--- src/include/ifetch_params.svh ---
`ifndef IFETCH_PARAMS_SVH
`define IFETCH_PARAMS_SVH

// Core and Sv39 address widths
`define IFETCH_XLEN     64
`define IFETCH_VA_LEN   39
`define IFETCH_PA_LEN   56
`define IFETCH_PG_OFFS  12
`define IFETCH_VPN_SEG  9     // Bits of VPN per table level

// Testbench sizing
`define IFETCH_TB_NUM_REQ       48
`define IFETCH_TB_CYC_PER_REQ   200

`endif

--- src/design/ifetch_pkg.sv ---
`include "ifetch_params.svh"

package ifetch_pkg;

    typedef logic [`IFETCH_XLEN-1:0] vaddr_t;     // Full 64-bit PC
    typedef logic [`IFETCH_PA_LEN-1:0] paddr_t;
    typedef logic [`IFETCH_PA_LEN-`IFETCH_PG_OFFS-1:0] ppn_t;
    typedef logic [`IFETCH_VA_LEN-`IFETCH_PG_OFFS-1:0] vpn_t;

    // Table level being read, root first
    typedef enum logic [1:0] {
        LVL_2,
        LVL_1,
        LVL_0
    } walk_level_t;

    typedef enum logic [2:0] {
        ST_IDLE_FETCH,
        ST_FAULT,
        ST_WALK
    } fetch_state_t;

    // Sv39 page table entry layout
    typedef struct packed {
        logic [9:0] rsvd;
        ppn_t       ppn;
        logic [1:0] rsw;
        logic       d;
        logic       a;
        logic       g;
        logic       u;
        logic       x;
        logic       w;
        logic       r;
        logic       v;
    } pte_t;

endpackage

--- src/design/walk_if.sv ---
`timescale 1ns/1ps

interface walk_if;

    import ifetch_pkg::*;

    // Walk context from the controller
    logic [63:0] pte;
    walk_level_t level;
    vaddr_t      vpn_pc;
    logic        prv;       // 1 for supervisor
    logic        sum;

    // Decoded result of the current PTE
    logic        fault;
    logic        non_leaf;
    paddr_t      next_addr;
    ppn_t        leaf_ppn;

    modport ctrl (
        output pte, level, vpn_pc, prv, sum,
        input  fault, non_leaf, next_addr, leaf_ppn
    );

    // Seen from the PTE checker
    modport chk (
        input  pte, level, vpn_pc, prv, sum,
        output fault, non_leaf, next_addr, leaf_ppn
    );

endinterface

--- src/design/ar_hold.sv ---
`timescale 1ns/1ps

module ar_hold (
    input  logic                clk,
    input  logic                rstn,
    input  logic                issue,
    input  ifetch_pkg::paddr_t  issue_addr,
    output logic                ar_valid,
    output ifetch_pkg::paddr_t  ar_addr,
    input  logic                ar_ready
);

    import ifetch_pkg::*;

    logic   held_q;         // Address waiting for ar_ready
    paddr_t held_addr_q;

    // New issue goes straight out, held one takes over later
    assign ar_valid = held_q | issue;
    assign ar_addr  = held_q ? held_addr_q : issue_addr;

    always_ff @(posedge clk or negedge rstn) begin
        if (!rstn)
            held_q <= 1'b0;
        else if (ar_ready)
            held_q <= 1'b0;
        else if (issue)
            held_q <= 1'b1;
    end

    always_ff @(posedge clk) begin
        if (issue)
            held_addr_q <= issue_addr;
    end

    a_no_issue_held: assert property (@(posedge clk) disable iff (!rstn)
        issue |-> !held_q)
        else $error("issue while an address is still held");

    // Read channel rule seen from the memory side
    a_addr_stable: assert property (@(posedge clk) disable iff (!rstn)
        (ar_valid && !ar_ready) |=> (ar_valid && $stable(ar_addr)))
        else $error("ar_addr changed before ar_ready");

endmodule

--- src/design/ifetch_ctrl.sv ---
`timescale 1ns/1ps
`include "ifetch_params.svh"

module ifetch_ctrl (
    input  logic                     clk,
    input  logic                     rstn,

    input  logic                     req_valid,
    input  ifetch_pkg::vaddr_t       req_pc,
    input  logic [`IFETCH_XLEN-1:0]  req_satp,
    input  logic                     req_prv,
    input  logic                     req_sum,
    input  logic                     req_flush,

    output logic                     resp_valid,
    output ifetch_pkg::vaddr_t       resp_pc,
    output logic [31:0]              resp_instr,
    output logic                     resp_exception,

    input  logic                     r_valid,
    input  logic [`IFETCH_XLEN-1:0]  r_data,

    walk_if.ctrl                     walk,

    output ifetch_pkg::vpn_t         lookup_vpn,
    input  logic                     hit,
    input  ifetch_pkg::ppn_t         hit_ppn,
    output logic                     fill,
    output ifetch_pkg::vpn_t         fill_vpn,
    output ifetch_pkg::ppn_t         fill_ppn,
    output logic                     flush,

    output logic                     issue,
    output ifetch_pkg::paddr_t       issue_addr
);

    import ifetch_pkg::*;

    localparam int XL = `IFETCH_XLEN;
    localparam int VA = `IFETCH_VA_LEN;
    localparam int PA = `IFETCH_PA_LEN;
    localparam int PO = `IFETCH_PG_OFFS;

    fetch_state_t state_q, state_d;
    walk_level_t  level_q, level_d;
    vaddr_t       pc_q;
    logic         prv_q;
    logic         sum_q;
    logic         outstanding_q;    // A read is in flight
    logic         canonical;
    logic         xlat_on;

    // Upper bits must all copy bit 38
    assign canonical = ~|req_pc[XL-1:VA-1] | &req_pc[XL-1:VA-1];
    assign xlat_on   = req_satp[XL-1];      // Sv39 mode selected

    assign lookup_vpn = req_pc[VA-1:PO];
    assign flush      = req_valid & req_flush;
    assign fill_vpn   = pc_q[VA-1:PO];
    assign fill_ppn   = walk.leaf_ppn;

    assign walk.pte    = r_data;
    assign walk.level  = level_q;
    assign walk.vpn_pc = pc_q;
    assign walk.prv    = prv_q;
    assign walk.sum    = sum_q;

    assign resp_pc    = pc_q;
    assign resp_instr = pc_q[2] ? r_data[63:32] : r_data[31:0];

    always_comb begin
        state_d        = state_q;
        level_d        = level_q;
        resp_valid     = 1'b0;
        resp_exception = 1'b0;
        fill           = 1'b0;
        issue          = 1'b0;
        issue_addr     = '0;

        case (state_q)
            ST_IDLE_FETCH: begin
                if (r_valid && outstanding_q)
                    resp_valid = 1'b1;
            end
            ST_FAULT: begin
                resp_valid     = 1'b1;
                resp_exception = 1'b1;
                state_d        = ST_IDLE_FETCH;
            end
            ST_WALK: begin
                if (r_valid) begin
                    if (walk.fault) begin
                        state_d = ST_FAULT;
                    end else if (walk.non_leaf) begin
                        // Descend one level
                        issue      = 1'b1;
                        issue_addr = walk.next_addr;
                        level_d    = (level_q == LVL_2) ? LVL_1 : LVL_0;
                    end else begin
                        fill       = 1'b1;
                        issue      = 1'b1;
                        issue_addr = {walk.leaf_ppn, pc_q[PO-1:2], 2'b00};
                        state_d    = ST_IDLE_FETCH;
                    end
                end
            end
            default: state_d = ST_IDLE_FETCH;
        endcase

        if (req_valid) begin
            if (!xlat_on) begin
                issue      = 1'b1;      // Bare physical fetch
                issue_addr = {req_pc[PA-1:2], 2'b00};
            end else if (!canonical) begin
                state_d = ST_FAULT;
            end else if (hit) begin
                issue      = 1'b1;
                issue_addr = {hit_ppn, req_pc[PO-1:2], 2'b00};
            end else begin
                // Root PTE read
                issue      = 1'b1;
                issue_addr = {req_satp[PA-PO-1:0], req_pc[VA-1:VA-9], 3'b000};
                state_d    = ST_WALK;
                level_d    = LVL_2;
            end
        end
    end

    always_ff @(posedge clk or negedge rstn) begin
        if (!rstn) begin
            state_q       <= ST_IDLE_FETCH;
            level_q       <= LVL_2;
            outstanding_q <= 1'b0;
        end else begin
            state_q <= state_d;
            level_q <= level_d;
            if (issue)
                outstanding_q <= 1'b1;
            else if (r_valid)
                outstanding_q <= 1'b0;
        end
    end

    always_ff @(posedge clk) begin
        if (req_valid) begin
            pc_q  <= {req_pc[XL-1:1], 1'b0};
            prv_q <= req_prv;
            sum_q <= req_sum;
        end
    end

    // CPU waits for resp_valid before the next request
    a_no_req_busy: assert property (@(posedge clk) disable iff (!rstn)
        req_valid |-> (!outstanding_q && state_q == ST_IDLE_FETCH))
        else $error("request while a fetch or walk is outstanding");

endmodule

--- src/design/ifetch_top.sv ---
`timescale 1ns/1ps
`include "ifetch_params.svh"

module ifetch_top (
    input  logic                     clk,
    input  logic                     rstn,

    // CPU side
    input  logic                     req_valid,
    input  ifetch_pkg::vaddr_t       req_pc,
    input  logic [`IFETCH_XLEN-1:0]  req_satp,
    input  logic                     req_prv,
    input  logic                     req_sum,
    input  logic                     req_flush,
    output logic                     resp_valid,
    output ifetch_pkg::vaddr_t       resp_pc,
    output logic [31:0]              resp_instr,
    output logic                     resp_exception,

    // Memory read channel
    output logic                     ar_valid,
    output ifetch_pkg::paddr_t       ar_addr,
    input  logic                     ar_ready,
    input  logic                     r_valid,
    input  logic [`IFETCH_XLEN-1:0]  r_data
);

    import ifetch_pkg::*;

    vpn_t   lookup_vpn;
    logic   hit;
    ppn_t   hit_ppn;
    logic   fill;
    vpn_t   fill_vpn;
    ppn_t   fill_ppn;
    logic   flush;
    logic   issue;
    paddr_t issue_addr;

    walk_if walk_i ();

    ifetch_ctrl ctrl_i (
        .clk            (clk),
        .rstn           (rstn),
        .req_valid      (req_valid),
        .req_pc         (req_pc),
        .req_satp       (req_satp),
        .req_prv        (req_prv),
        .req_sum        (req_sum),
        .req_flush      (req_flush),
        .resp_valid     (resp_valid),
        .resp_pc        (resp_pc),
        .resp_instr     (resp_instr),
        .resp_exception (resp_exception),
        .r_valid        (r_valid),
        .r_data         (r_data),
        .walk           (walk_i.ctrl),
        .lookup_vpn     (lookup_vpn),
        .hit            (hit),
        .hit_ppn        (hit_ppn),
        .fill           (fill),
        .fill_vpn       (fill_vpn),
        .fill_ppn       (fill_ppn),
        .flush          (flush),
        .issue          (issue),
        .issue_addr     (issue_addr)
    );

    pte_check pte_check_i (
        .walk (walk_i.chk)
    );

    xlat_cache xlat_cache_i (
        .clk        (clk),
        .rstn       (rstn),
        .lookup_vpn (lookup_vpn),
        .hit        (hit),
        .hit_ppn    (hit_ppn),
        .fill       (fill),
        .fill_vpn   (fill_vpn),
        .fill_ppn   (fill_ppn),
        .flush      (flush)
    );

    ar_hold ar_hold_i (
        .clk        (clk),
        .rstn       (rstn),
        .issue      (issue),
        .issue_addr (issue_addr),
        .ar_valid   (ar_valid),
        .ar_addr    (ar_addr),
        .ar_ready   (ar_ready)
    );

endmodule

--- src/design/pte_check.sv ---
`timescale 1ns/1ps
`include "ifetch_params.svh"

module pte_check (
    walk_if.chk walk
);

    import ifetch_pkg::*;

    localparam int PO  = `IFETCH_PG_OFFS;
    localparam int SEG = `IFETCH_VPN_SEG;

    pte_t pte_f;
    logic is_ptr;
    logic bad_perm;
    logic priv_bad;
    logic misaligned;

    assign pte_f = pte_t'(walk.pte);

    // V set with R, W and X clear points to the next table
    assign is_ptr   = pte_f.v & ~pte_f.r & ~pte_f.w & ~pte_f.x;
    assign bad_perm = pte_f.w & ~pte_f.r;       // Reserved W without R

    // User page from S-mode needs SUM, S page never from U-mode
    assign priv_bad = pte_f.u ? (walk.prv & ~walk.sum) : ~walk.prv;

    always_comb begin
        case (walk.level)
            LVL_2:   misaligned = |pte_f.ppn[2*SEG-1:0];
            LVL_1:   misaligned = |pte_f.ppn[SEG-1:0];
            default: misaligned = 1'b0;
        endcase
    end

    always_comb begin
        if (!pte_f.v || bad_perm)
            walk.fault = 1'b1;
        else if (is_ptr)
            walk.fault = (walk.level == LVL_0);     // No table below level 0
        else
            walk.fault = ~pte_f.a | priv_bad | misaligned;
    end

    assign walk.non_leaf = is_ptr;

    always_comb begin
        case (walk.level)
            LVL_2:   walk.next_addr = {pte_f.ppn, walk.vpn_pc[PO+2*SEG-1:PO+SEG], 3'b000};
            default: walk.next_addr = {pte_f.ppn, walk.vpn_pc[PO+SEG-1:PO], 3'b000};
        endcase
    end

    // Superpages take the low PPN bits from the PC
    always_comb begin
        case (walk.level)
            LVL_2: walk.leaf_ppn = {pte_f.ppn[$bits(ppn_t)-1:2*SEG],
                                    walk.vpn_pc[PO+2*SEG-1:PO]};
            LVL_1: walk.leaf_ppn = {pte_f.ppn[$bits(ppn_t)-1:SEG],
                                    walk.vpn_pc[PO+SEG-1:PO]};
            default: walk.leaf_ppn = pte_f.ppn;
        endcase
    end

endmodule

--- src/design/xlat_cache.sv ---
`timescale 1ns/1ps

module xlat_cache (
    input  logic              clk,
    input  logic              rstn,
    input  ifetch_pkg::vpn_t  lookup_vpn,
    output logic              hit,
    output ifetch_pkg::ppn_t  hit_ppn,
    input  logic              fill,
    input  ifetch_pkg::vpn_t  fill_vpn,
    input  ifetch_pkg::ppn_t  fill_ppn,
    input  logic              flush
);

    import ifetch_pkg::*;

    logic valid_q;
    vpn_t vpn_q;
    ppn_t ppn_q;

    // A flush in the lookup cycle already misses
    assign hit     = valid_q & ~flush & (lookup_vpn == vpn_q);
    assign hit_ppn = ppn_q;

    always_ff @(posedge clk or negedge rstn) begin
        if (!rstn)
            valid_q <= 1'b0;
        else if (flush)
            valid_q <= 1'b0;    // Flush wins over fill
        else if (fill)
            valid_q <= 1'b1;
    end

    always_ff @(posedge clk) begin
        if (fill && !flush) begin
            vpn_q <= fill_vpn;
            ppn_q <= fill_ppn;
        end
    end

    // Fills end a walk, flushes come with a new request
    a_fill_flush: assert property (@(posedge clk) disable iff (!rstn)
        !(fill && flush))
        else $error("fill and flush in the same cycle");

endmodule

--- config.mk ---
export PLATFORM = sky130hd
export DESIGN_NAME = ifetch_top
export DESIGN_NICKNAME = d
export VERILOG_FILES = /design/src/design/ifetch_pkg.sv /design/src/design/walk_if.sv /design/src/design/ar_hold.sv /design/src/design/ifetch_ctrl.sv /design/src/design/ifetch_top.sv /design/src/design/pte_check.sv /design/src/design/xlat_cache.sv
export VERILOG_INCLUDE_DIRS = /design/src /design/src/include
export SDC_FILE = /design/constraint.sdc
export NUM_CORES = 1
export LEC_CHECK = 0
export BUFFER_PORTS_ARGS = -buffer_cell sky130_fd_sc_hd__buf_2
export CAP_MARGIN = 40
export CELL_PAD_IN_SITES_DETAIL_PLACEMENT = 2
export CELL_PAD_IN_SITES_GLOBAL_PLACEMENT = 2
export CORE_UTILIZATION = 25
export DETAILED_ROUTE_END_ITERATION = 8
export PLACE_DENSITY_LB_ADDON = 0.25
export SLEW_MARGIN = 20
export SYNTH_ARGS = -nofsm -noshare
export SYNTH_HDL_FRONTEND = slang
export SYNTH_HIERARCHICAL = 1
export SYNTH_SLANG_ARGS = --single-unit
--- constraint.sdc ---
create_clock -name clk -period 6.41 [get_ports clk]
set_input_delay 0.9615 -clock clk [delete_from_list [all_inputs] [get_ports clk]]
set_output_delay 0.9615 -clock clk [all_outputs]
set_load 0.01 [all_outputs]
# ---- Word level (Yosys, flattened, before mapping)
# Index checks and enable logic that the tools add are counted.
dict set report totals {
  reg_bits 200
  wordCells 102
}
dict set report classes {
  reduce_logical 15
  bitwise 19
  eq_ne 5
  muxes 52
}
# cell n
set ops {}
lappend ops {{$mux W56} 8}
lappend ops {{$pmux W18 S2} 1}
lappend ops {{$mux W32} 1}
lappend ops {{$mux W30} 1}
lappend ops {{$eq A27 B27 Y1} 1}
lappend ops {{$reduce_and A26 Y1} 1}
lappend ops {{$reduce_or A26 Y1} 1}
lappend ops {{$mux W1} 21}
lappend ops {{$mux W3} 7}
lappend ops {{$mux W2} 9}
lappend ops {{$reduce_or A18 Y1} 1}
lappend ops {{$mux W12} 1}
lappend ops {{$reduce_or A9 Y1} 1}
lappend ops {{$and A1 B1 Y1} 8}
lappend ops {{$not A1 Y1} 7}
lappend ops {{$pmux W3 S2} 1}
lappend ops {{$reduce_bool A2 Y1} 3}
lappend ops {{$or A1 B1 Y1} 4}
lappend ops {{$pmux W1 S2} 2}
lappend ops {{$eq A3 B1 Y1 const B} 1}
lappend ops {{$eq A3 B2 Y1 const B} 1}
lappend ops {{$logic_not A1 Y1} 3}
lappend ops {{$logic_not A3 Y1} 1}
lappend ops {{$eq A2 B1 Y1 const B} 1}
lappend ops {{other kinds (4)} 5}

# ---- Logic depth before layout (Yosys ltp)
# Gate-level depths: netlist of run 1.
dict set report depth {
  ltp_word 15
  mapped_depth 12
}

# ---- Hierarchy
# The synthesis of run 1 kept the hierarchy.
# module cells_each instances area_per_inst_um2
set by_module_without_submodules {}
lappend by_module_without_submodules {ifetch_ctrl 721 1 6972.9}
lappend by_module_without_submodules {xlat_cache 112 1 2476.1}
lappend by_module_without_submodules {ar_hold 121 1 2469.9}
lappend by_module_without_submodules {pte_check 148 1 942.2}

# ---- Worst setup path after synthesis of run 1
# Ideal clock, no wire load.
dict set report synth_path {
  kind {input to register}
  start {in r_data[11]}
  end {reg xlat_cache_i.ppn_q[0] (netlist: xlat_cache_i/hit_ppn[0]) (enable)}
  setup_time_ns 0.509
  stages 8
  setup_slack_ns 0.590
  path_buffers 1
  t_arrival_ns 5.310
  path_cell_list {buf_4 nor4_1 a31oi_1 nor3_1 o221ai_1 nand2b_1 nor2_1 nor2b_1}
}
dict set report synth_via {
  elab_chain_len 9
}
# element line_no
set synth_rtl {}
lappend synth_rtl {{start: declaration} ifetch_top.sv:25} ;# input logic [`IFETCH_XLEN-1:0] r_data
lappend synth_rtl {{$reduce_or A18 Y1 / $reduce_or A9 Y1 (equally long branches)} {pte_check.sv:30, pte_check.sv:31}}
lappend synth_rtl {{$pmux W1 S2 *} pte_check.sv:29} ;# case (walk.level)
lappend synth_rtl {{$or A1 B1 Y1 *} pte_check.sv:42} ;# walk.fault = ~pte_f.a | priv_bad | misaligned;
lappend synth_rtl {{$mux W1 *} pte_check.sv:39} ;# else if (is_ptr)
lappend synth_rtl {{$mux W1 *} pte_check.sv:37} ;# if (!pte_f.v || bad_perm)
lappend synth_rtl {{net walk_i.fault} walk_if.sv:15} ;# logic fault;
lappend synth_rtl {{$mux W1 *} ifetch_ctrl.sv:92} ;# if (walk.fault) begin
lappend synth_rtl {{$mux W1 *} ifetch_ctrl.sv:91} ;# if (r_valid) begin
lappend synth_rtl {{$mux W1 *} ifetch_ctrl.sv:80} ;# case (state_q)
lappend synth_rtl {{net fill} ifetch_top.sv:33} ;# logic fill;
lappend synth_rtl {{$logic_and A1 B1 Y1 *} xlat_cache.sv:35} ;# if (fill && !flush) begin
lappend synth_rtl {{end signal: assignment} xlat_cache.sv:37} ;# ppn_q <= fill_ppn;
lappend synth_rtl {{end: declaration} xlat_cache.sv:19} ;# ppn_t ppn_q;
# The timed path passes the listed nets; every way through them passes the cells marked *.
# A chain may end at the register's enable or synchronous reset.

# ---- Final worst setup path of run 1
dict set report layout_path {
  start {in req_pc[33]}
  end {out ar_addr[13]}
}
dict set report layout_via {
  elab_chain_len 7
}
# element line_no
set layout_rtl {}
lappend layout_rtl {{start: declaration} ifetch_top.sv:10} ;# input ifetch_pkg::vaddr_t req_pc,
lappend layout_rtl {{$eq A27 B27 Y1} xlat_cache.sv:22} ;# assign hit = valid_q & ~flush & (lookup_vpn == vpn_q);
lappend layout_rtl {{$and A1 B1 Y1} xlat_cache.sv:22}
lappend layout_rtl {{net hit} ifetch_top.sv:31} ;# logic hit;
lappend layout_rtl {{$mux W56} ifetch_ctrl.sv:116} ;# end else if (hit) begin
lappend layout_rtl {{$mux W56} ifetch_ctrl.sv:114} ;# end else if (!canonical) begin
lappend layout_rtl {{$mux W56} ifetch_ctrl.sv:111} ;# if (!xlat_on) begin
lappend layout_rtl {{$mux W56} ifetch_ctrl.sv:110} ;# if (req_valid) begin
lappend layout_rtl {{net issue_addr[13]} ifetch_top.sv:38} ;# paddr_t issue_addr;
lappend layout_rtl {{$mux W56} ar_hold.sv:20} ;# assign ar_addr = held_q ? held_addr_q : issue_addr;
lappend layout_rtl {{end: declaration} ifetch_top.sv:22} ;# output ifetch_pkg::paddr_t ar_addr,
# The timed path passes the listed nets, and every way through them passes these cells.

==> results of run 1 <==
## stage by stage
stage	worst slack (ns)	total power, mW	area (sq um)	hold slack, ns
after floorplan	0.590	1.91	12400	0.428
after global placement	1.38	2.05	13000	0.430
after detailed placement	1.33	2.06	13100	0.434
after CTS	1.34	3.26	13700	0.253
after global routing	1.15	3.33	13700	0.268
final	1.38	3.19	13700	0.300
## routing by layer
metal,wire (microns),share of wire,vias up,track usage
met5,26,0.00060,-,0
met4,505,0.012,4,0.0424
met3,1860,0.043,26,0.0452
met2,21400,0.49,174,0.290
met1,19700,0.45,4069,0.227
li1,-,-,3652,-
## how the worst max path moves through the flow
| stage | slack, ns | cells past startpoint | start | to |
|---|---|---|---|---|
| 4_1_cts | 1.34 | 9 | req_pc[38] | ar_addr[13] |
| 6_report | 1.38 | 12 | req_pc[33] | ar_addr[13] |
| 3_3_place_gp | 1.38 | 9 | req_pc[38] | ar_addr[3] |
| 5_1_grt | 1.15 | 12 | req_pc[33] | ar_addr[13] |
| 3_5_place_dp | 1.33 | 9 | req_pc[38] | ar_addr[13] |
| 2_1_floorplan | 0.59 | 8 | r_data[11] | xlat_cache_i/hit_ppn[0]$_DFFE_PP_ |
## layout make-up
class,count,area share
clock inverter,15,0.0120
clock buffer,17,0.0311
tap,664,0.0608
sequential,200,0.437
timing repair buffer,352,0.137
multi-input combinational,557,0.321
inverter,2,0.000549
## sequential cells by signal (all words and copies together), names as in the netlist
name                   cells
xlat_cache_i/valid_q       1
ar_hold_i/held_addr_q     56
ctrl_i/walk.prv            1
xlat_cache_i/vpn_q        27
ctrl_i/resp_pc            63
ctrl_i/outstanding_q       1
ctrl_i/walk.sum            1
ctrl_i/walk.level          2
ctrl_i/state_q             3
ar_hold_i/held_q           1
xlat_cache_i/hit_ppn      44
## layout by cell type, fill, tap and decap left out, types with 3 or more instances in the layout
master,instances
a21oi_1,3
buf_2,331
buf_4,17
clkbuf_16,17
conb_1,5
dfrtp_1,7
edfxtp_1,192
inv_6,7
mux2_1,9
mux2_2,123
mux2_4,18
mux2i_1,108
nand2_1,145
nand2b_1,3
nand3_1,4
nand4_1,10
nor2_1,13
nor3_1,5
nor4_1,13
o21ai_0,44
xnor2_1,10
xor2_1,17
## power groups by stage
stage | registers (mW) | logic (mW) | clock network [mW]
after floorplan | 1.55 | 0.356 | 0
after CTS | 1.53 | 0.502 | 1.23
final | 1.53 | 0.487 | 1.17
after detailed placement | 1.56 | 0.499 | 0
after global routing | 1.54 | 0.529 | 1.27
after global placement | 1.57 | 0.482 | 0
==> impl_metrics.yaml, run 1 <==
route:
  dr_total_vias: 7925
  first_pass_iters: 4
  ant_nets: 0
  routed_wl_microns: 43500
  drc_errors: 0
  wl_per_cell_microns: 24.1
  first_iter_violations: 219
  vias_per_cell: 4.39
sta:
  min_period_ns: 5.03
  drv_slew: 0
  slew_headroom: 0.507
  tns_ns: 0
  hold_violations: 0
  clock_skew_ns: 0.00998
  setup_viol: 0
  max_freq_mhz: 199
  worst_pin_slew_ns: 0.740
  rsz0062_at_grt: "false"
  period_share: 0.785
worst_setup_path:
  critPathLaunchType: "input port"
  crit_chain: "buf_2 > xor2_1 > nor4_1 > nand3_1 > nor4_4 > buf_4 > mux2i_1 > nand2_1 > o21ai_0 > mux2i_1 > mux2_2 > buf_2"
  worst_ep_required_time_ns: 5.45
  regToRegEndpoint: "ar_hold_i/held_addr_q[28]$_DFFE_PP_"
  max_stage_delay_ns: 0.60
  critPathSlowestCell: "buf_4"
  arrival_ns: 4.07
  crit_buf_inv: 3
  reg2regPathDepth: 8
  cp_max_fo: 29
  worst-r2r-setup-slack_ns: 3.14
  crit_type: "input port to output port"
  end_kind: "output port"
  reg2reg_from: "ctrl_i/walk.level[0]$_DFF_PN0_"
  cpLargestDelayFamily: "simple AND/OR/NAND/NOR gates"
yosys:
  netlist_area_sq_um: 12400
  syn_inst: 1042
  avgSynthCellArea_sq_um: 11.9
  yosys_warnings: 6
cts:
  clkTransAtPathRegs_ns: 0.08
  cts_tree: "done"
  cts-htree-levels: 4
  cts-root-buf: "clkbuf_16"
  clock_latency_ns: 0.50
  ctsResizeCount: 0
  post_cts_buffers: 0
  cts_buffer_depth: 2
  numCtsBuffers: 17
  cts_hold_buf: 0
  cts_num_sinks: 200
power_and_ir_drop:
  switching_share: 0.281
  p_clk_frac: 0.367
  seqPwrFrac: 0.480
  switchingPower_uw: 896
  leakagePower_nw: 5.26
  cellInternalPower_mw: 2.29
  ir_worst_vdd_v: 0.000122
  powerDensity_nw_per_um2: 233
  combPwrFrac: 0.153
floorplanning:
  die-width_microns: 225
  pin_count: 355
  core_sq_um: 49000
  start_util: 0.254
  core.rowCount: 81
  die-area_sq_um: 50500
  die_h_microns: 225
global_route:
  grt_overflow: 0
  grt_antenna_before_repair: 3
  grt_max_degree: 57
  grt_pass1_wl_microns: 61600
  first_global_vias: 8513
  grt_util_all_layers: 0.175
run:
  cap_viol_max_count: 0
layout:
  instances_no_fill: 1807
  seqCellArea_sq_um: 5970
  n_fill_cell: 5366
  multiInputGateArea_sq_um: 4400
  diodes: 0
  nets: 1330
  area_delta_synth_final_pct: 10.2
  fin_util: 0.279
  drive_gt1_frac: 0.468
placed_design:
  dpl.cell_count: 1775
  hpwl_microns: 31500
  port_buffers: 333
  place.gp.congestion: 0.728
hold_path:
  min_path_type: "input port to asynchronous set/reset pin"
outcome:
  status: "completed"
No activity file was read; power rests on OpenSTA's default activity.
==> inputs of run 2 (changes only) <==
==> constraint.sdc (replaced) <==
create_clock -name clk -period 4.6 [get_ports clk]
set_input_delay 0.69 -clock clk [delete_from_list [all_inputs] [get_ports clk]]
set_output_delay 0.69 -clock clk [all_outputs]
set_load 0.01 [all_outputs]
==> impl_metrics.yaml, run 2 (synthesized netlist as in run 1, its figures left out) <==
sta:
  drv_slew: 0
  worst_pin_slew_ns: 0.718
  rsz0062_at_grt: "false"
  tns_ns: 0
  hold_ws_ns: 0.371
  slew_headroom: 0.521
  clock_skew_ns: 0.0107
  setup_slack_ns: 0.243
  period_share: 0.947
  hold_violations: 0
  max_freq_mhz: 230
  setup_viol: 0
  min_period_ns: 4.36
route:
  ant_nets: 0
  routed_wl_microns: 43400
  first_iter_violations: 293
  wl_per_cell_microns: 24.0
  drc_errors: 0
  dr_total_vias: 7913
  first_pass_iters: 4
  vias_per_cell: 4.36
worst_setup_path:
  worst_ep_required_time_ns: 3.91
  critPathLaunchType: "flip-flop"
  cp_max_fo: 10
  max_stage_delay_ns: 0.53
  critPathLaunch: "xlat_cache_i/vpn_q[11]$_DFFE_PP_"
  crit_type: "flip-flop to output port"
  arrival_ns: 3.67
  crit_chain: "xor2_1 > nor4_1 > nand3_1 > nor4_4 > buf_4 > nand2b_1 > buf_4 > mux2i_1 > mux2i_1 > mux2_2 > buf_2"
  critPathSlowestCell: "nor4_1"
  reg2reg_from: "ctrl_i/walk.level[0]$_DFF_PN0_"
  crit_buf_inv: 3
  cpLargestDelayFamily: "simple AND/OR/NAND/NOR gates"
  end_kind: "output port"
cts:
  numCtsBuffers: 17
  cts_num_sinks: 200
  clock_latency_ns: 0.50
  cts_buffer_depth: 2
  post_cts_buffers: 0
  cts-htree-levels: 4
  cts-root-buf: "clkbuf_16"
  cts_tree: "done"
  clkTransAtPathRegs_ns: 0.07
power_and_ir_drop:
  switching_share: 0.263
  seqPwrFrac: 0.480
  powerDensity_nw_per_um2: 322
  p_clk_frac: 0.367
  cellInternalPower_mw: 3.28
  ir_worst_vdd_v: 0.000199
  leakagePower_nw: 5.31
  combPwrFrac: 0.153
  switchingPower_mw: 1.17
placed_design:
  place.gp.congestion: 0.766
  hpwl_microns: 32100
  dpl.cell_count: 1783
  port_buffers: 333
  dp_slack_ns: 0.348
global_route:
  grt_antenna_before_repair: 3
  grt_overflow: 0
  grt_max_degree: 58
  grt_util_all_layers: 0.175
  use_met3: 0.0440
  first_global_vias: 8475
  use_met2: 0.287
  met1_usage: 0.230
  grt_busiest_layer: "met2"
  grt_pass1_wl_microns: 61500
layout:
  final_common_cell: "buf_2"
  largest_reg_flops: 63
  nets: 1339
  instances_no_fill: 1813
  multiInputGateArea_sq_um: 4400
  n_fill_cell: 5341
  layout_common_cells: "buf_2 (331), edfxtp_1 (192), nand2_1 (145)"
  drive_gt1_frac: 0.468
  area_delta_synth_final_pct: 11.4
  seqCellArea_sq_um: 5970
  diodes: 0
outcome:
  status: "completed"
floorplanning:
  core_sq_um: 49000
  pin_count: 355
  core.rowCount: 81
  die_h_microns: 225
  die-width_microns: 225
  start_util: 0.254
  die-area_sq_um: 50500
hold_path:
  min_path_type: "input port to flip-flop"
  hold_start: "req_prv"
run:
  cap_viol_max_count: 0
## run 2: changes by cell type in the layout (fill, tap and decap cells not counted), moves of 2 or more
cell	delta
clkinv_4	-2
buf_12	+8
bufinv_16	+2
inv_6	-7
clkinvlp_4	+2
## run 2: through the flow
step | power, mW | utilization | cell area [sq um]
after floorplan | 2.66 | - | 12400
final | 4.45 | 0.282 | 13800
after detailed placement | 2.88 | 0.270 | 13200
after global routing | 4.63 | 0.282 | 13800
after CTS | 4.54 | 0.282 | 13800
after global placement | 2.86 | 0.269 | 13200
## run 2: routing by layer
metal	wire [microns]	up-vias
met2	21000	176
li1	-	3668
met1	20100	4030
met4	406	6
met3	1920	33
met5	31	-
## run 2: path summary, 6_finish.rpt
kind | to | slack, ns | cells past startpoint
setup / recovery | ar_addr[4] | 0.24 | 11
hold / removal | ctrl_i/walk.prv$_DFFE_PP_ | 0.37 | 1
setup reg to reg | xlat_cache_i/hit_ppn[35]$_DFFE_PP_ | 1.50 | 8
hold reg to reg | xlat_cache_i/vpn_q[18]$_DFFE_PP_ | 0.45 | 0
max in group asynchronous | ar_hold_i/held_q$_DFFE_PN0P_ | 3.80 | 2
min in group asynchronous | ar_hold_i/held_q$_DFFE_PN0P_ | 0.58 | 2
## run 2: timing repair
item	in CTS	in global routing
endpoints found under the hold margin	1	0
hold buffers	1	0
gates resized for setup	0	0
## run 2: worst reg2reg max path, delay by kind of cell (launching register included)
family	cells	cell delay, ns
AO/OA/AOI/OAI	2	0.50
buffers and inverters	1	0.36
flip-flops	1	0.50
AND/OR/NAND/NOR	5	1.42
## run 2: cell type report
class / count / area share
Clock inverter: 11 / 0.0114
Clock buffer: 18 / 0.0311
Multi-Input combinational cell: 557 / 0.318
Tap cell: 664 / 0.0601
Sequential cell: 200 / 0.432
Inverter: 2 / 0.000543
Timing Repair Buffer: 361 / 0.147
## run 2: power by group through the flow
stage	combinational (mW)	clock [mW]	sequential, mW
floorplan	0.497	0	2.16
global placement	0.673	0	2.18
detailed placement	0.698	0	2.18
CTS	0.703	1.70	2.14
global route	0.740	1.75	2.14
finish	0.682	1.63	2.13
